`config.mk`:
```
export PLATFORM = sky130hd
export DESIGN_NAME = fft_core_top
export DESIGN_NICKNAME = d
export VERILOG_FILES = /design/src/fft_cfg_pkg.sv /design/src/fft_regs_pkg.sv /design/src/cp_cfg_if.sv /design/src/fft_core_top.sv /design/src/cp_remover.sv /design/src/cp_rem_list.sv /design/src/fft_reset_gen.sv /design/src/fft_ctrl_regs.sv
export SDC_FILE = /design/constraint.sdc
export NUM_CORES = 1
export LEC_CHECK = 0
export ABC_CLOCK_PERIOD_IN_PS = 3000
export BUFFER_PORTS_ARGS = -buffer_cell sky130_fd_sc_hd__buf_2
export CORE_MARGIN = 5
export CORE_UTILIZATION = 48
export CTS_BUF_LIST = sky130_fd_sc_hd__clkbuf_8 sky130_fd_sc_hd__clkbuf_16
export DETAILED_ROUTE_END_ITERATION = 8
export GPL_ROUTABILITY_DRIVEN = 0
export MAX_ROUTING_LAYER = met4
export PLACE_DENSITY = 0.76
export SYNTH_ARGS = -nofsm -noshare
export SYNTH_HDL_FRONTEND = slang
export SYNTH_HIERARCHICAL = 1
export SYNTH_SLANG_ARGS = --single-unit
```
`constraint.sdc`:
```
create_clock -name ce_clk -period 3 [get_ports ce_clk]
set_input_delay 0.3 -clock ce_clk [delete_from_list [all_inputs] [get_ports ce_clk]]
set_output_delay 0.3 -clock ce_clk [all_outputs]
set_load 0.05 [all_outputs]
```
`src/fft_cfg_pkg.sv`:
```
// Single channel at one sample per clock; FFT sizes 8 to 64, prefix shorter than the FFT size
package fft_cfg_pkg;

  // --------------------
  // Sizing
  // --------------------

  // Largest FFT is 2**6 = 64 samples
  localparam int MAX_FFT_SIZE_LOG2 = 6;
  // Smallest FFT is 2**3 = 8 samples
  localparam int MIN_FFT_SIZE_LOG2 = 3;

  // Prefix list holds 2**3 = 8 entries
  localparam int CP_LIST_LEN_LOG2 = 3;
  // Popped entries go back to the tail, so the list replays
  localparam bit CP_REM_REPEAT = 1'b1;

  // Core reset length in cycles after a user request
  localparam int RESET_PULSE_LEN = 8;

  // Sample width, packed I/Q
  localparam int ITEM_W = 32;

  // --------------------
  // Datapath types
  // --------------------

  typedef logic [ITEM_W-1:0] sample_t;

  // Prefix length, at most the max FFT size minus one
  typedef logic [MAX_FFT_SIZE_LOG2-1:0] cp_len_t;

  // FFT size exponent
  typedef logic [2:0] fft_size_log2_t;

  // List occupancy, one extra bit so a full list reads as 8
  typedef logic [CP_LIST_LEN_LOG2:0] cp_occ_t;

  // Reset stretcher states
  typedef enum logic [0:0] {
    S_RESET_IDLE,
    S_RESET_ASSERT
  } reset_state_e;

  // Prefix remover states
  typedef enum logic [0:0] {
    S_PREFIX,
    S_BODY
  } rem_state_e;

endpackage : fft_cfg_pkg
```
`src/fft_regs_pkg.sv`:
```
// Byte addresses with the low two bits ignored; unmapped reads return 0x0BADC0DE
package fft_regs_pkg;

  // --------------------
  // Port widths
  // --------------------
  localparam int REG_ADDR_W = 20;
  localparam int REG_DATA_W = 32;

  // --------------------
  // Register map
  // --------------------
  localparam logic [REG_ADDR_W-1:0] REG_COMPAT_ADDR           = 20'h00;
  localparam logic [REG_ADDR_W-1:0] REG_CAPABILITIES_ADDR     = 20'h04;
  localparam logic [REG_ADDR_W-1:0] REG_RESET_ADDR            = 20'h08;
  localparam logic [REG_ADDR_W-1:0] REG_LENGTH_LOG2_ADDR      = 20'h0C;
  localparam logic [REG_ADDR_W-1:0] REG_CP_REM_LEN_ADDR       = 20'h10;
  localparam logic [REG_ADDR_W-1:0] REG_CP_REM_LIST_LOAD_ADDR = 20'h14;
  localparam logic [REG_ADDR_W-1:0] REG_CP_REM_LIST_CLR_ADDR  = 20'h18;
  localparam logic [REG_ADDR_W-1:0] REG_CP_REM_LIST_OCC_ADDR  = 20'h1C;
  localparam logic [REG_ADDR_W-1:0] REG_BYPASS_ADDR           = 20'h20;

  // Field widths of the writable registers
  localparam int REG_LENGTH_LOG2_W = 3;
  localparam int REG_CP_REM_LEN_W  = fft_cfg_pkg::MAX_FFT_SIZE_LOG2;
  localparam int REG_BYPASS_W      = 1;

  // --------------------
  // Read-only values
  // --------------------
  localparam logic [REG_DATA_W-1:0] COMPAT_VALUE = 32'h0001_0000;
  // List depth exponent in 15:8, max FFT exponent in 7:0
  localparam logic [REG_DATA_W-1:0] CAPABILITIES_VALUE = {
    16'h0000,
    8'(fft_cfg_pkg::CP_LIST_LEN_LOG2),
    8'(fft_cfg_pkg::MAX_FFT_SIZE_LOG2)
  };
  localparam logic [REG_DATA_W-1:0] BAD_ADDR_VALUE = 32'h0BAD_C0DE;

  // Reset defaults
  localparam int DEFAULT_FFT_SIZE_LOG2 = 6;
  localparam int DEFAULT_CP_LEN        = 0;
  localparam bit DEFAULT_BYPASS        = 1'b0;

endpackage : fft_regs_pkg

```
`src/cp_cfg_if.sv`:
```
// Strobes are one cycle wide; occupied is the live entry count of the prefix list
`timescale 1ns/100ps

interface cp_cfg_if;

  // Prefix length to push on load
  fft_cfg_pkg::cp_len_t cp_len;
  // One-cycle push and clear strobes
  logic                 load;
  logic                 clr;
  // Entry count, 0 to 8
  fft_cfg_pkg::cp_occ_t occupied;

  // Register bank side
  modport regs (output cp_len, output load, output clr, input occupied);

  // Prefix list side
  modport list (input cp_len, input load, input clr, output occupied);

endinterface : cp_cfg_if

```
`src/fft_core_top.sv`:
```
// Register port is dead during the 8-cycle core reset; requests made then get no ack
`timescale 1ns/100ps

module fft_core_top (
  input  logic                                ce_clk,
  input  logic                                ce_rst,
  // Register port
  input  logic                                i_ctrl_wr,
  input  logic                                i_ctrl_rd,
  input  logic [fft_regs_pkg::REG_ADDR_W-1:0] i_ctrl_addr,
  input  logic [fft_regs_pkg::REG_DATA_W-1:0] i_ctrl_data,
  output logic                                o_ctrl_ack,
  output logic [fft_regs_pkg::REG_DATA_W-1:0] o_ctrl_data,
  // Sample stream
  input  logic                                i_valid,
  input  fft_cfg_pkg::sample_t                i_data,
  output logic                                o_valid,
  output fft_cfg_pkg::sample_t                o_data,
  output logic                                o_last
);

  logic                        core_rst;
  logic                        user_reset;
  fft_cfg_pkg::fft_size_log2_t fft_size_log2;
  logic                        bypass;
  fft_cfg_pkg::cp_len_t        cp_head;
  logic                        cp_head_valid;
  logic                        cp_pop;

  // Settings and list commands
  cp_cfg_if cp_cfg ();

  // --------------------
  // Control
  // --------------------
  fft_ctrl_regs u_regs (
    .i_clk          (ce_clk       ),
    .i_rst          (core_rst     ),
    .i_ctrl_wr      (i_ctrl_wr    ),
    .i_ctrl_rd      (i_ctrl_rd    ),
    .i_ctrl_addr    (i_ctrl_addr  ),
    .i_ctrl_data    (i_ctrl_data  ),
    .o_ctrl_ack     (o_ctrl_ack   ),
    .o_ctrl_data    (o_ctrl_data  ),
    .cfg            (cp_cfg.regs  ),
    .o_fft_size_log2(fft_size_log2),
    .o_bypass       (bypass       ),
    .o_user_reset   (user_reset   )
  );

  // Generator runs from the board reset, everything else from its output
  fft_reset_gen u_reset (
    .i_clk       (ce_clk    ),
    .i_rst       (ce_rst    ),
    .i_user_reset(user_reset),
    .o_core_rst  (core_rst  )
  );

  cp_rem_list u_list (
    .i_clk       (ce_clk       ),
    .i_rst       (core_rst     ),
    .cfg         (cp_cfg.list  ),
    .o_head      (cp_head      ),
    .o_head_valid(cp_head_valid),
    .i_pop       (cp_pop       )
  );

  // --------------------
  // Datapath
  // --------------------
  cp_remover u_remover (
    .i_clk          (ce_clk       ),
    .i_rst          (core_rst     ),
    .i_valid        (i_valid      ),
    .i_data         (i_data       ),
    .i_fft_size_log2(fft_size_log2),
    .i_bypass       (bypass       ),
    .i_head         (cp_head      ),
    .i_head_valid   (cp_head_valid),
    .o_pop          (cp_pop       ),
    .o_valid        (o_valid      ),
    .o_data         (o_data       ),
    .o_last         (o_last       )
  );

endmodule : fft_core_top

```
`src/cp_remover.sv`:
```
// No back-pressure; kept samples come out one cycle after their strobe, dropped ones never
`timescale 1ns/100ps

module cp_remover (
  input  logic                        i_clk,
  input  logic                        i_rst,
  input  logic                        i_valid,
  input  fft_cfg_pkg::sample_t        i_data,
  input  fft_cfg_pkg::fft_size_log2_t i_fft_size_log2,
  input  logic                        i_bypass,
  input  fft_cfg_pkg::cp_len_t        i_head,
  input  logic                        i_head_valid,
  output logic                        o_pop,
  output logic                        o_valid,
  output fft_cfg_pkg::sample_t        o_data,
  output logic                        o_last
);

  fft_cfg_pkg::rem_state_e                  state;
  // Samples seen so far in the current phase
  logic [fft_cfg_pkg::MAX_FFT_SIZE_LOG2:0]  cnt;
  // Index of the last body sample, N-1
  logic [fft_cfg_pkg::MAX_FFT_SIZE_LOG2:0]  last_idx;
  logic [fft_cfg_pkg::MAX_FFT_SIZE_LOG2:0]  new_last_idx;
  fft_cfg_pkg::cp_len_t                     cp_len;
  fft_cfg_pkg::cp_len_t                     new_cp_len;
  logic                                     at_start;

  // Prefix phase with nothing counted is a symbol boundary
  assign at_start = (state == fft_cfg_pkg::S_PREFIX) && (cnt == '0);

  // Bypass makes every sample its own symbol, list untouched
  assign o_pop = i_valid && at_start && !i_bypass;

  // Empty list means no prefix
  assign new_cp_len   = i_head_valid ? i_head : '0;
  // 2**size - 1 as a low-bit mask
  assign new_last_idx = ~({(fft_cfg_pkg::MAX_FFT_SIZE_LOG2+1){1'b1}} << i_fft_size_log2);

  always_ff @(posedge i_clk) begin
    o_valid <= 1'b0;
    o_last  <= 1'b0;

    if (i_valid) begin
      o_data <= i_data;
      if (at_start) begin
        // --------------------
        // Symbol start
        // --------------------
        cp_len   <= new_cp_len;
        last_idx <= new_last_idx;
        if (i_bypass) begin
          o_valid <= 1'b1;
        end else if (new_cp_len != '0) begin
          // First prefix sample dropped here
          if (new_cp_len == fft_cfg_pkg::cp_len_t'(1)) begin
            state <= fft_cfg_pkg::S_BODY;
          end else begin
            cnt <= 1'b1;
          end
        end else begin
          // No prefix, sample opens the body
          o_valid <= 1'b1;
          if (new_last_idx == '0) begin
            o_last <= 1'b1;
          end else begin
            state <= fft_cfg_pkg::S_BODY;
            cnt   <= 1'b1;
          end
        end
      end else if (state == fft_cfg_pkg::S_PREFIX) begin
        // Dropping the rest of the prefix
        if ((cnt + 1'b1) == {1'b0, cp_len}) begin
          state <= fft_cfg_pkg::S_BODY;
          cnt   <= '0;
        end else begin
          cnt <= cnt + 1'b1;
        end
      end else begin
        // Body sample passes
        o_valid <= 1'b1;
        if (cnt == last_idx) begin
          o_last <= 1'b1;
          state  <= fft_cfg_pkg::S_PREFIX;
          cnt    <= '0;
        end else begin
          cnt <= cnt + 1'b1;
        end
      end
    end

    if (i_rst) begin
      state   <= fft_cfg_pkg::S_PREFIX;
      cnt     <= '0;
      o_valid <= 1'b0;
      o_last  <= 1'b0;
    end
  end

  // Last marker never appears on an empty cycle
  a_last_with_valid : assert property (
    @(posedge i_clk) disable iff (i_rst)
    o_last |-> o_valid
  );

endmodule : cp_remover

```
`src/cp_rem_list.sv`:
```
// Loads to a full list and loads that collide with a replaying pop are dropped
`timescale 1ns/100ps

module cp_rem_list (
  input  logic                 i_clk,
  input  logic                 i_rst,
  cp_cfg_if.list               cfg,
  output fft_cfg_pkg::cp_len_t o_head,
  output logic                 o_head_valid,
  input  logic                 i_pop
);

  fft_cfg_pkg::cp_len_t                     mem [2**fft_cfg_pkg::CP_LIST_LEN_LOG2];
  logic [fft_cfg_pkg::CP_LIST_LEN_LOG2-1:0] rd_ptr;
  logic [fft_cfg_pkg::CP_LIST_LEN_LOG2-1:0] wr_ptr;
  fft_cfg_pkg::cp_occ_t                     occ;
  logic                                     full;
  logic                                     pop_en;
  logic                                     rotate;
  logic                                     drop_en;
  logic                                     push_en;
  fft_cfg_pkg::cp_len_t                     wr_data;

  // Top occupancy bit is set only at 8 entries
  assign full         = occ[fft_cfg_pkg::CP_LIST_LEN_LOG2];
  assign o_head       = mem[rd_ptr];
  assign o_head_valid = (occ != '0);
  assign cfg.occupied = occ;

  // Pop on an empty list does nothing
  assign pop_en  = i_pop && o_head_valid;
  // Replay moves head to tail, count unchanged
  assign rotate  = pop_en && fft_cfg_pkg::CP_REM_REPEAT;
  assign drop_en = pop_en && !rotate;
  // Single write port is shared with the replay
  assign push_en = cfg.load && !full && !rotate;
  assign wr_data = rotate ? o_head : cfg.cp_len;

  // --------------------
  // Storage
  // --------------------
  always_ff @(posedge i_clk) begin
    if ((rotate || push_en) && !cfg.clr) begin
      mem[wr_ptr] <= wr_data;
    end
  end

  // --------------------
  // Pointers and count
  // --------------------
  always_ff @(posedge i_clk) begin
    if (i_rst || cfg.clr) begin
      rd_ptr <= '0;
      wr_ptr <= '0;
      occ    <= '0;
    end else begin
      if (rotate || push_en) begin
        wr_ptr <= wr_ptr + 1'b1;
      end
      if (pop_en) begin
        rd_ptr <= rd_ptr + 1'b1;
      end
      if (push_en && !drop_en) begin
        occ <= occ + 1'b1;
      end else if (drop_en && !push_en) begin
        occ <= occ - 1'b1;
      end
    end
  end

  a_occ_bound : assert property (
    @(posedge i_clk) disable iff (i_rst)
    occ <= fft_cfg_pkg::cp_occ_t'(2**fft_cfg_pkg::CP_LIST_LEN_LOG2)
  );

endmodule : cp_rem_list

```
`src/fft_reset_gen.sv`:
```
// i_rst is the board reset; core reset stays high 8 cycles after it or after a user request
`timescale 1ns/100ps

module fft_reset_gen (
  input  logic i_clk,
  input  logic i_rst,
  input  logic i_user_reset,
  output logic o_core_rst
);

  fft_cfg_pkg::reset_state_e                       state;
  logic [$clog2(fft_cfg_pkg::RESET_PULSE_LEN)-1:0] cnt;
  logic                                            user_rst;

  always_ff @(posedge i_clk) begin
    // Registered so the core reset is glitch free
    o_core_rst <= user_rst | i_rst;

    case (state)
      fft_cfg_pkg::S_RESET_IDLE: begin
        cnt <= '0;
        if (i_user_reset) begin
          user_rst <= 1'b1;
          state    <= fft_cfg_pkg::S_RESET_ASSERT;
        end
      end
      fft_cfg_pkg::S_RESET_ASSERT: begin
        // Hold for the full pulse length, then release
        if (int'(cnt) == fft_cfg_pkg::RESET_PULSE_LEN - 1) begin
          cnt      <= '0;
          user_rst <= 1'b0;
          state    <= fft_cfg_pkg::S_RESET_IDLE;
        end else begin
          cnt <= cnt + 1'b1;
        end
      end
      default: state <= fft_cfg_pkg::S_RESET_IDLE;
    endcase

    // Board reset restarts the stretch
    if (i_rst) begin
      cnt      <= '0;
      user_rst <= 1'b1;
      state    <= fft_cfg_pkg::S_RESET_ASSERT;
    end
  end

endmodule : fft_reset_gen

```
`src/fft_ctrl_regs.sv`:
```
// Ack one cycle after each request and none during reset; size writes saturate to 3..6
`timescale 1ns/100ps

module fft_ctrl_regs (
  input  logic                                i_clk,
  input  logic                                i_rst,
  input  logic                                i_ctrl_wr,
  input  logic                                i_ctrl_rd,
  input  logic [fft_regs_pkg::REG_ADDR_W-1:0] i_ctrl_addr,
  input  logic [fft_regs_pkg::REG_DATA_W-1:0] i_ctrl_data,
  output logic                                o_ctrl_ack,
  output logic [fft_regs_pkg::REG_DATA_W-1:0] o_ctrl_data,
  cp_cfg_if.regs                              cfg,
  output fft_cfg_pkg::fft_size_log2_t         o_fft_size_log2,
  output logic                                o_bypass,
  output logic                                o_user_reset
);

  logic [fft_regs_pkg::REG_ADDR_W-1:0]        addr;
  logic [fft_regs_pkg::REG_LENGTH_LOG2_W-1:0] wr_size;
  fft_cfg_pkg::fft_size_log2_t                size_sat;
  fft_cfg_pkg::cp_len_t                       reg_cp_len;

  // Word-aligned address with byte lanes ignored
  assign addr = {i_ctrl_addr[fft_regs_pkg::REG_ADDR_W-1:2], 2'b00};

  // Staged prefix length feeds the list directly
  assign cfg.cp_len = reg_cp_len;

  // --------------------
  // Size saturation
  // --------------------
  always_comb begin
    wr_size = i_ctrl_data[fft_regs_pkg::REG_LENGTH_LOG2_W-1:0];
    if (wr_size < fft_cfg_pkg::MIN_FFT_SIZE_LOG2) begin
      size_sat = fft_cfg_pkg::fft_size_log2_t'(fft_cfg_pkg::MIN_FFT_SIZE_LOG2);
    end else if (wr_size > fft_cfg_pkg::MAX_FFT_SIZE_LOG2) begin
      size_sat = fft_cfg_pkg::fft_size_log2_t'(fft_cfg_pkg::MAX_FFT_SIZE_LOG2);
    end else begin
      size_sat = wr_size;
    end
  end

  // --------------------
  // Register access
  // --------------------
  always_ff @(posedge i_clk) begin
    // Strobes last one cycle
    o_user_reset <= 1'b0;
    cfg.load     <= 1'b0;
    cfg.clr      <= 1'b0;
    // Every request gets an ack whether mapped or not
    o_ctrl_ack   <= i_ctrl_wr | i_ctrl_rd;

    if (i_ctrl_rd) begin
      case (addr)
        fft_regs_pkg::REG_COMPAT_ADDR:
          o_ctrl_data <= fft_regs_pkg::COMPAT_VALUE;
        fft_regs_pkg::REG_CAPABILITIES_ADDR:
          o_ctrl_data <= fft_regs_pkg::CAPABILITIES_VALUE;
        fft_regs_pkg::REG_LENGTH_LOG2_ADDR:
          o_ctrl_data <= fft_regs_pkg::REG_DATA_W'(o_fft_size_log2);
        fft_regs_pkg::REG_CP_REM_LEN_ADDR:
          o_ctrl_data <= fft_regs_pkg::REG_DATA_W'(reg_cp_len);
        fft_regs_pkg::REG_CP_REM_LIST_OCC_ADDR:
          o_ctrl_data <= fft_regs_pkg::REG_DATA_W'(cfg.occupied);
        fft_regs_pkg::REG_BYPASS_ADDR:
          o_ctrl_data <= fft_regs_pkg::REG_DATA_W'(o_bypass);
        // Strobe-only and unmapped addresses
        default:
          o_ctrl_data <= fft_regs_pkg::BAD_ADDR_VALUE;
      endcase
    end

    if (i_ctrl_wr) begin
      case (addr)
        fft_regs_pkg::REG_RESET_ADDR:
          o_user_reset <= 1'b1;
        fft_regs_pkg::REG_LENGTH_LOG2_ADDR:
          o_fft_size_log2 <= size_sat;
        fft_regs_pkg::REG_CP_REM_LEN_ADDR:
          reg_cp_len <= i_ctrl_data[fft_regs_pkg::REG_CP_REM_LEN_W-1:0];
        fft_regs_pkg::REG_CP_REM_LIST_LOAD_ADDR:
          cfg.load <= 1'b1;
        fft_regs_pkg::REG_CP_REM_LIST_CLR_ADDR:
          cfg.clr <= 1'b1;
        fft_regs_pkg::REG_BYPASS_ADDR:
          o_bypass <= i_ctrl_data[fft_regs_pkg::REG_BYPASS_W-1:0];
        // Read-only and unmapped writes drop silently
        default: ;
      endcase
    end

    if (i_rst) begin
      o_ctrl_ack      <= 1'b0;
      o_user_reset    <= 1'b0;
      cfg.load        <= 1'b0;
      cfg.clr         <= 1'b0;
      o_fft_size_log2 <= fft_cfg_pkg::fft_size_log2_t'(fft_regs_pkg::DEFAULT_FFT_SIZE_LOG2);
      reg_cp_len      <= fft_cfg_pkg::cp_len_t'(fft_regs_pkg::DEFAULT_CP_LEN);
      o_bypass        <= fft_regs_pkg::DEFAULT_BYPASS;
    end
  end

  // Ack only follows a request that was a read or a write but not both
  a_ack_follows_req : assert property (
    @(posedge i_clk) disable iff (i_rst)
    o_ctrl_ack |-> $past(i_ctrl_wr ^ i_ctrl_rd)
  );

endmodule : fft_ctrl_regs

```
# Yosys cells after proc, flatten, opt, wreduce, memory -nomap -nowiden
# Memory sizes are Yosys's and may differ from the RTL's. A register that Yosys moved wholly into a read port is not among the register bits.
# Index checks and enable logic that the tools add are counted.
classes:
  n_addsub: 5
  order_cmp: 2
  eq_ne: 18
  shift: 1
  muxes: 46
  bitwise: 7
  n_reduce_logical: 27
op_table:
  columns: ["operator", "n"]
  rows:
  - ["$pmux W28 S6", 1]
  - ["$eq A18 B3 Y1 const B", 4]
  - ["$mux W7", 8]
  - ["$eq A18 B2 Y1 const B", 2]
  - ["$mux W1", 27]
  - ["$logic_not A20 Y1", 1]
  - ["$eq A18 B1 Y1 const B", 1]
  - ["$eq A18 B4 Y1 const B", 1]
  - ["$mux W3", 5]
  - ["$logic_not A7 Y1", 2]
  - ["$mux W6", 2]
  - ["$reduce_and A2 Y1", 5]
  - ["$add A3 B1 Y3 const B", 3]
  - ["$ne A3 B3 Y1 const B", 3]
  - ["$reduce_and A4 Y1", 2]
  - ["$add A7 B1 Y7 const B", 1]
  - ["$eq A7 B6 Y1", 1]
  - ["$eq A7 B7 Y1", 1]
  - ["$logic_and A1 B1 Y1", 7]
  - ["$not A7 Y7", 1]
  - ["$shl A7 B3 Y7 const A", 1]
  - ["$eq A6 B1 Y1 const B", 1]
  - ["$ne A2 B2 Y1 const B", 3]
  - ["$pmux W3 S2", 1]
  - ["other kinds (12)", 22]
word_totals:
  reg_bits: 117
  ram_bits: 48
  output_inout_bits: 67
  n_memories: 1
mem_list:
  columns: ["memory", "depth", "width", "rd", "rd_ports_with_merged_regs", "write_ports", "line", "source"]
  rows:
  - ["u_list.mem", 8, 6, 1, 1, 1, "cp_rem_list.sv:13", "fft_cfg_pkg::cp_len_t mem [2**fft_cfg_pkg::CP_LIST_LEN_LOG2];"]

# Depth between registers and ports, before layout
# Gate-level depths: netlist (run 1).
logic_depth:
  depth_word: 11
  depth_mapped: 13
  mapped_depth_nobuf: 10

# Hierarchy
# Netlist (run 1), hierarchy kept.
modules_own_cells:
  columns: ["mod", "instances", "cells_each", "area_each_um2"]
  rows:
  - ["cp_rem_list", 1, 168, 2615.0]
  - ["cp_remover", 1, 179, 2341.0]
  - ["fft_ctrl_regs", 1, 142, 1291.2]
  - ["fft_reset_gen", 1, 19, 230.2]

# Least setup slack after synthesis (run 1)
# No wires, ideal clock.
synth_timing:
  path_type: "flip-flop to flip-flop"
  start: "register u_remover/cnt[0] (netlist name)"
  end: "memory u_list/mem[4][0] (netlist name), enable pin"
  arrival_time_ns: 2.855
  required_ns: 2.614
  setup_slack_ns: -0.241
  stages_incl_launch_ff: 11
  synth_period_minus_slack_ns: 3.241
  cell_sequence: "dfxtp_1 -> clkbuf_1 -> inv_1 -> ha_1 -> nor4b_2 -> and3_1 -> and2_1 -> clkbuf_1 -> a21boi_4 -> nand2b_1 -> nor4_1"
synth_via:
  elab_chain_len: 11
synth_rtl:
  columns: ["element", "line", "source"]
  rows:
  - ["start, declared", "cp_remover.sv:21", "logic [fft_cfg_pkg::MAX_FFT_SIZE_LOG2:0] cnt;"]
  - ["start signal, assigned", "cp_remover.sv:77", "cnt <= cnt + 1'b1;"]
  - ["start signal, assigned", "cp_remover.sv:87", "cnt <= cnt + 1'b1;"]
  - ["$logic_not A7 Y1 (*)", "cp_remover.sv:30", "assign at_start = (state == fft_cfg_pkg::S_PREFIX) && (cnt == '0);"]
  - ["$logic_and A1 B1 Y1 (*)", "cp_remover.sv:30", null]
  - ["$logic_and A1 B1 Y1 (*) (2 in a row)", "cp_remover.sv:33", "assign o_pop = i_valid && at_start && !i_bypass;"]
  - ["via cp_pop", "fft_core_top.sv:28", "logic cp_pop;"]
  - ["$logic_and A1 B1 Y1 (*)", "cp_rem_list.sv:31", "assign pop_en = i_pop && o_head_valid;"]
  - ["$logic_not A1 Y1", null, null]
  - ["$logic_and A1 B1 Y1", "cp_rem_list.sv:36", "assign push_en = cfg.load && !full && !rotate;"]
  - ["$logic_or A1 B1 Y1 (*)", "cp_rem_list.sv:43", "if ((rotate || push_en) && !cfg.clr) begin"]
  - ["$logic_and A1 B1 Y1 (*)", "cp_rem_list.sv:43", null]
  - ["$mux W1 (*)", "cp_rem_list.sv:43", null]
  - ["$mux W1 (not written as such) (*)", "cp_rem_list.sv:44", "mem[wr_ptr] <= wr_data;"]
  - ["end, declared", "cp_rem_list.sv:13", null]
# The timed path passes the listed nets; every way through them passes the cells marked *.

==> results of run 1 <==
==> metal layers <==
layer,share of wire,track usage
met5,0,-
met4,0.0099,0.0580
met3,0.062,0.0415
met2,0.49,0.275
met1,0.44,0.215
==> logic make-up (layout without fill, tap and decap cells) <==
family	Yosys count	in the layout	share of synthesized area
other	1	12	0.000579
adder cells (fa/ha/maj)	9	9	0.0174
AO/OA/AOI/OAI	73	73	0.0858
AND/OR/NAND/NOR	156	156	0.134
XOR/XNOR	22	22	0.0297
flip-flops	145	145	0.606
buffers and inverters	64	183	0.0610
multiplexers	38	38	0.0659
==> state kept, by name, indices dropped and copies added, names as in the netlist, 4 cells and up, named ones only <==
register             count
u_list/cfg.occupied      4
u_remover/last_idx       7
u_regs/cfg.cp_len        6
u_remover/cp_len         6
u_regs/o_ctrl_data       9
u_remover/cnt            7
u_list/mem              48
u_remover/o_data        32
==> layout by cell type, fill, tap and decap left out, drive strengths merged, types with 4 or more instances in the layout <==
| cell | synthesis | layout |
|---|---|---|
| and2 | 11 | 11 |
| clkbuf | 8 | 21 |
| nor4 | 7 | 7 |
| o22ai | 7 | 7 |
| nand2b | 8 | 8 |
| buf | 37 | 132 |
| mux2 | 19 | 19 |
| dfxtp | 43 | 43 |
| nor3 | 12 | 12 |
| nand2 | 24 | 24 |
| a221oi | 8 | 8 |
| nor4b | 4 | 4 |
| mux2i | 19 | 19 |
| ha | 9 | 9 |
| inv | 19 | 24 |
| o21a | 4 | 4 |
| or2 | 4 | 4 |
| xnor2 | 15 | 15 |
| conb | 1 | 12 |
| nor2 | 38 | 38 |
| and3 | 4 | 4 |
| xor2 | 7 | 7 |
| nand3 | 15 | 15 |
| edfxtp | 102 | 102 |
| clkinv | 0 | 4 |
| nand4 | 13 | 13 |
| a21oi | 19 | 19 |
| o21ai | 13 | 13 |
==> report_power, final <==
part           internal (mW)  total [mW]  switching [mW]
Combinational         0.0810       0.361           0.280
Clock                   1.29        2.04           0.746
Sequential              2.18        2.19          0.0145
==> layout make-up <==
cell class	count	share of cell area
clock buffers	21	0.0622
clock inverters	11	0.0128
inverters	19	0.00923
multi-input cells	310	0.286
flip-flops and latches	145	0.508
well taps	176	0.0285
repair buffers	132	0.0927
==> worst paths after layout <==
check                                   end                 startpoint  slack (ns)  depth (start not counted)
max           u_remover/cnt[3]$_SDFFE_PP0P_                       flop        0.19                         10
min          u_remover/o_data[18]$_DFFE_PP_                 i_data[18]        0.06                          1
max reg2reg   u_remover/cnt[3]$_SDFFE_PP0P_                       flop        0.19                         10
min reg2reg       u_reset/cnt[0]$_SDFF_PP0_  u_reset/cnt[0]$_SDFF_PP0_        0.43                          1
==> what timing repair did <==
action | CTS | global route
setup buffers | 0 | 0
setup endpoints to repair | 0 | 5
resized for setup | 0 | 1
==> through the flow <==
stage | std cells | setup TNS [ns] | power (mW) | instance area (µm²) | util
finish | 814 | 0 | 4.59 | 7720 | 0.583
global placement | 782 | 0 | 2.59 | 7140 | 0.539
detailed placement | 782 | 0 | 2.60 | 7140 | 0.539
global route | 814 | 0 | 4.74 | 7720 | 0.583
floorplan | 519 | -0.0134 | 2.51 | 6530 | -
CTS | 814 | 0 | 4.63 | 7720 | 0.583
==> flow_metrics.py, run 1 <==
metrics = {
    "outcome": {
        "outcome": "complete, no violations",
    },
    "power": {
        "power.static_leakage_nw": 2.94,
        "powerDensity_nw_per_um2": 595,
        "max-vdd-ir-drop_mv": 0.447,
    },
    "clock_tree": {
        "cts_buffers": 17,
        "ctsRootBufferMaster": "clkbuf_16",
        "clkSinkCount": 145,
        "cts_tree": "yes",
        "worstSkewPairLatency_ns": 0.41,
        "clkTransAtPathRegs_ns": 0.05,
        "clock_tree.htree_level_count": 4,
        "post_cts_hold_buffer_count": 0,
        "clockBufferDepth": 2,
    },
    "flow_run": {
        "max-cap-violations": 0,
    },
    "critical_path": {
        "crit_required_ns": 3.25,
        "critical_path.max_stage_delay_ns": 0.51,
        "timing.critical_path.fanout_max": 6,
        "cp_num_buf_inv": 1,
        "cp-start-kind": "flop",
        "path_delay_family": "compound AO/OA/AOI/OAI gates",
        "crit_arrival_ns": 3.06,
        "worstSetupEndpointType": "flop",
        "crit_chain": "buf_4 > mux2_2 > o22ai_1 > a221oi_2 > or4_4 > o21a_1 > o311a_4 > and2_4 > nand3_1 > o311ai_1",
        "worstSetupPathType": "reg -> reg",
        "critical_path.slowest_cell": "or4_4",
    },
    "yosys": {
        "yosysWarnings": 6,
        "synth_top_cells_by_area": "edfxtp_1 (47%), dfxtp_1 (13%), mux2i_1 (2.9%)",
        "yosys.cell_count.top_type": "edfxtp_1",
        "synth_edf_count": 102,
        "synth.cell_area_um2": 6480,
        "ys_async_sr_fraction": 0,
        "synth_largest_area_cell": "edfxtp_1",
        "yosys_most_used_dff": "edfxtp_1",
        "synthDistinctLibCells": 70,
        "synth-seq-area-share": 0.606,
        "synth_top_cell_area_share": 0.473,
        "synth.top_cells.by_count": "edfxtp_1 (102), dfxtp_1 (43), nor2_1 (38)",
        "syn_area_per_cell_um2": 12.8,
        "netlist_instances": 508,
        "postSynthRegisterBits": 145,
    },
    "drt": {
        "residual_drc_count": 0,
        "ant_nets": 0,
        "drt_first_iter_violations": 427,
        "wl_um": 13300,
        "post_drt_wl_per_cell_um": 16.4,
        "via_per_inst": 5.32,
        "drtPass1Iterations": 5,
        "num_vias": 4329,
    },
    "floorplan": {
        "ios": 156,
        "die_width_um": 126,
        "dieArea_um2": 15900,
        "die_h_um": 126,
        "num_rows": 42,
        "fp.coreArea_um2": 13200,
        "initial_utilization": 0.489,
    },
    "sta": {
        "worst-slew-pin-transition_ns": 0.977,
        "post-route-period-util": 0.936,
        "final_max_slew_viol_count": 0,
        "max_clock_freq_mhz": 356,
        "rsz0062_at_grt": "no",
        "report.final.setup_viol": 0,
        "clock_skew_ns": 0.00682,
        "holdWs_ns": 0.0602,
        "report.final.hold_viol_count": 0,
        "slew_headroom": 0.348,
        "final.setup.worst_slack_ns": 0.191,
        "layout_min_cycle_time_ns": 2.81,
    },
    "place": {
        "pre_cts_slack_ns": 0.128,
        "port-buffer-count": 115,
        "dpl.hpwl_um": 9530,
    },
    "finish": {
        "drive_gt1_frac": 0.315,
        "fillerInstances": 1086,
        "diodes": 0,
        "multi_input_gate_area_in_the_final_layout_um2": 2210,
        "area.growth.synth_to_final_pct": 19.2,
        "seqCellArea_um2": 3930,
        "final_net_count": 723,
    },
    "global_routing": {
        "global_route_total_overflow": 0,
        "grt_pass1_vias": 4194,
        "largest_net_degree_at_the_start_of_global_routing": 38,
        "grt_antenna_before_repair": 0,
        "wire_length_of_the_first_global_routing_pass_um": 21200,
        "global_route.usage.total": 0.172,
    },
    "worst_hold_path": {
        "hold_crit_class": "in -> reg",
    },
}
(Power assumes the default switching activity.)
==> inputs of run 2 (changes only) <==
--- a/config.mk
+++ b/config.mk
@@ -5,10 +5,10 @@
 export SDC_FILE = /design/constraint.sdc
 export NUM_CORES = 1
 export LEC_CHECK = 0
-export ABC_CLOCK_PERIOD_IN_PS = 3000
+export ABC_AREA = 1
 export BUFFER_PORTS_ARGS = -buffer_cell sky130_fd_sc_hd__buf_2
 export CORE_MARGIN = 5
-export CORE_UTILIZATION = 48
+export CORE_UTILIZATION = 49
 export CTS_BUF_LIST = sky130_fd_sc_hd__clkbuf_8 sky130_fd_sc_hd__clkbuf_16
 export DETAILED_ROUTE_END_ITERATION = 8
 export GPL_ROUTABILITY_DRIVEN = 0
==> run 2 against run 1 <==
Compared with the run above:
- final cell count increased by 31%
- core utilization increased by 0.49 points
- first-iteration DRC count increased by 20%
- clock power about the same
- non-clock buffer count decreased by 5
- worst setup slack improved by 0.37 ns
- via count increased by 19%
- largest power group unchanged
- highest routed layer unchanged
==> flow_metrics.py, run 2 <==
metrics = {
    "outcome": {
        "outcome": "complete, no violations",
    },
    "global_routing": {
        "global_route.usage.total": 0.182,
        "wire_length_of_the_first_global_routing_pass_um": 23200,
        "largest_net_degree_at_the_start_of_global_routing": 34,
        "grt_antenna_before_repair": 0,
        "grt_pass1_vias": 4901,
        "global_route_total_overflow": 0,
    },
    "power": {
        "power.static_leakage_nw": 3.74,
        "total_power_mw": 4.60,
        "powerDensity_nw_per_um2": 568,
        "max-vdd-ir-drop_mv": 0.598,
    },
    "finish": {
        "layout_top_registers": "u_list/mem: 48 flops, u_remover/o_data: 32 flops, u_regs/o_ctrl_data: 9 flops",
        "diodes": 0,
        "drive_gt1_frac": 0.220,
        "finalCoreUtilization": 0.588,
        "final_cell_mix": "nand2_1 (210), buf_2 (115), inv_1 (111), edfxtp_1 (102), nor2_1 (68)",
        "max_flop_register": "u_list/mem",
        "final_common_cell": "nand2_1",
        "final_net_count": 971,
        "largest_reg_flops": 48,
        "final_cell_area_um2": 8100,
        "final_cells": 1066,
        "area.growth.synth_to_final_pct": 18.2,
    },
    "yosys": {
        "synthDistinctLibCells": 38,
        "main_combinational_cell_family_by_area_after_synthesis": "simple AND/OR/NAND/NOR gates",
        "synth.top_cells.by_count": "nand2_1 (210), inv_1 (107), edfxtp_1 (102)",
        "post_synth_fa_ha_maj_area_fraction": 0.0164,
        "synth-simple-area-share": 0.275,
        "postSynthRegisterBits": 145,
        "syn_area_per_cell_um2": 9.12,
        "synth-seq-area-share": 0.573,
        "netlist_instances": 751,
        "yosys_most_used_dff": "edfxtp_1",
        "synthMuxAreaShare": 0,
        "synth_top_cells_by_area": "edfxtp_1 (45%), dfxtp_1 (13%), nand2_1 (12%)",
        "synth_edf_count": 102,
        "yosys.cell_count.top_type": "nand2_1",
        "synth_largest_area_cell": "edfxtp_1",
        "yosysWarnings": 6,
        "synth_top_cell_area_share": 0.447,
        "ys_async_sr_fraction": 0,
        "synth.cell_area_um2": 6850,
        "synthXorXnorAreaFrac": 0.00767,
        "synth_compound_gate_area_share": 0.0228,
    },
    "drt": {
        "num_vias": 5154,
        "residual_drc_count": 0,
        "via_per_inst": 4.83,
        "wl_um": 14500,
        "drt_first_iter_violations": 512,
        "drtPass1Iterations": 5,
        "ant_nets": 0,
        "post_drt_wl_per_cell_um": 13.6,
    },
    "floorplan": {
        "die_width_um": 128,
        "num_rows": 43,
        "initial_utilization": 0.497,
        "die_h_um": 128,
        "fp.coreArea_um2": 13800,
        "ios": 156,
        "dieArea_um2": 16400,
    },
    "sta": {
        "final.setup.worst_slack_ns": 0.564,
        "final_max_slew_viol_count": 0,
        "report.final.hold_viol_count": 0,
        "rsz0062_at_grt": "no",
        "report.final.setup_viol": 0,
        "worst-slew-pin-transition_ns": 0.526,
        "clock_skew_ns": 0.0116,
        "max_clock_freq_mhz": 411,
        "layout_min_cycle_time_ns": 2.44,
        "holdWs_ns": 0.0521,
        "post-route-period-util": 0.812,
        "setup_tns_ns": 0,
        "slew_headroom": 0.648,
    },
    "critical_path": {
        "crit_required_ns": 3.28,
        "ff2ff_setup_slack_ns": 0.56,
        "crit_chain": "buf_4 > nand2_1 > nand3_1 > nand3_1 > and2_1 > nand2_1 > inv_1 > nor2_2 > nand3_1 > nor2_2 > nand2_2 > nand3_4 > inv_2 > nand2_1 > a21oi_1",
        "cp_num_buf_inv": 3,
        "timing.critical_path.fanout_max": 18,
        "cp-start-kind": "flop",
        "critical_path.slowest_cell": "dfxtp_1",
        "path_delay_family": "simple AND/OR/NAND/NOR gates",
        "crit_arrival_ns": 2.72,
        "critical_path.max_stage_delay_ns": 0.53,
        "worstSetupEndpointType": "flop",
        "worstSetupPathType": "reg -> reg",
    },
    "clock_tree": {
        "post_cts_resized": 0,
        "clockBufferDepth": 2,
        "clock_tree.htree_level_count": 4,
        "cts_setup_buffers": 0,
        "cts_tree": "yes",
        "clkSinkCount": 145,
        "post_cts_hold_buffer_count": 0,
        "ctsRootBufferMaster": "clkbuf_16",
        "worstSkewPairLatency_ns": 0.42,
        "cts_buffers": 17,
        "clkTransAtPathRegs_ns": 0.06,
    },
    "worst_hold_path": {
        "hold_crit_class": "in -> reg",
    },
    "flow_run": {
        "max-cap-violations": 0,
    },
    "place": {
        "port-buffer-count": 115,
        "post-place-cells": 1034,
        "placedInstanceArea_um2": 7510,
        "dpl.hpwl_um": 10500,
        "pre_cts_slack_ns": 0.590,
    },
}
==> run 2: cell count changes in the layout (fill, tap and decap cells not counted), sizes merged, moves of 19 or more <==
cell | previous run | this run
nor2 | 38 | 81
nand2 | 24 | 219
mux2i | 19 | 0
inv | 24 | 121
nand3 | 15 | 70
mux2 | 19 | 0
==> run 2: cells by family (layout without fill, tap and decap cells) <==
group,Yosys count,in the layout
and+or+nand+nor,409,409
buffers and inverters,151,275
DFF,145,145
AOI/OAI and AO/OA,30,30
adders and majority gates,9,9
xor gates and xnor gates,6,6
other,1,12
==> run 2: layout make-up <==
cell class | count | area (µm²)
clock buffer | 23 | 542
tap | 180 | 225
timing repair buffer | 127 | 666
sequential | 145 | 3920
fill | 1178 | 5670
inverter | 116 | 443
clock inverter | 9 | 50.0
multi-input combinational | 466 | 2250
==> run 2: path summary, 6_finish.rpt <==
kind / start / endpoint / cells past startpoint
worst max-delay path: flop / u_remover/cnt[6]$_SDFFE_PP0P_ / 15
worst min-delay path: i_data[12] / u_remover/o_data[12]$_DFFE_PP_ / 1
worst max register to register: flop / u_remover/cnt[6]$_SDFFE_PP0P_ / 15
worst min register to register: u_reset/cnt[0]$_SDFF_PP0_ / u_reset/cnt[0]$_SDFF_PP0_ / 1
==> run 2: per-layer routing <==
layer  part of all wire  GRT usage
met1               0.41      0.219
met3              0.057     0.0363
met2               0.52      0.304
met4              0.018     0.0674
met5                  0          -
==> run 2: power by group <==
part	leakage [nW]	switching, mW	internal (mW)
clock	0.311	0.781	1.26
sequential	1.41	0.0144	2.18
combinational	2.02	0.286	0.0765
==> run 2: worst reg2reg max path: stages, from the launching register on <==
cell,delay (ns)
dfxtp_1,0.53
buf_4,0.31
nand2_1,0.09
nand3_1,0.10
nand3_1,0.11
and2_1,0.17
nand2_1,0.07
inv_1,0.06
nor2_2,0.11
nand3_1,0.14
nor2_2,0.17
nand2_2,0.11
nand3_4,0.15
inv_2,0.08
nand2_1,0.06
a21oi_1,0.05
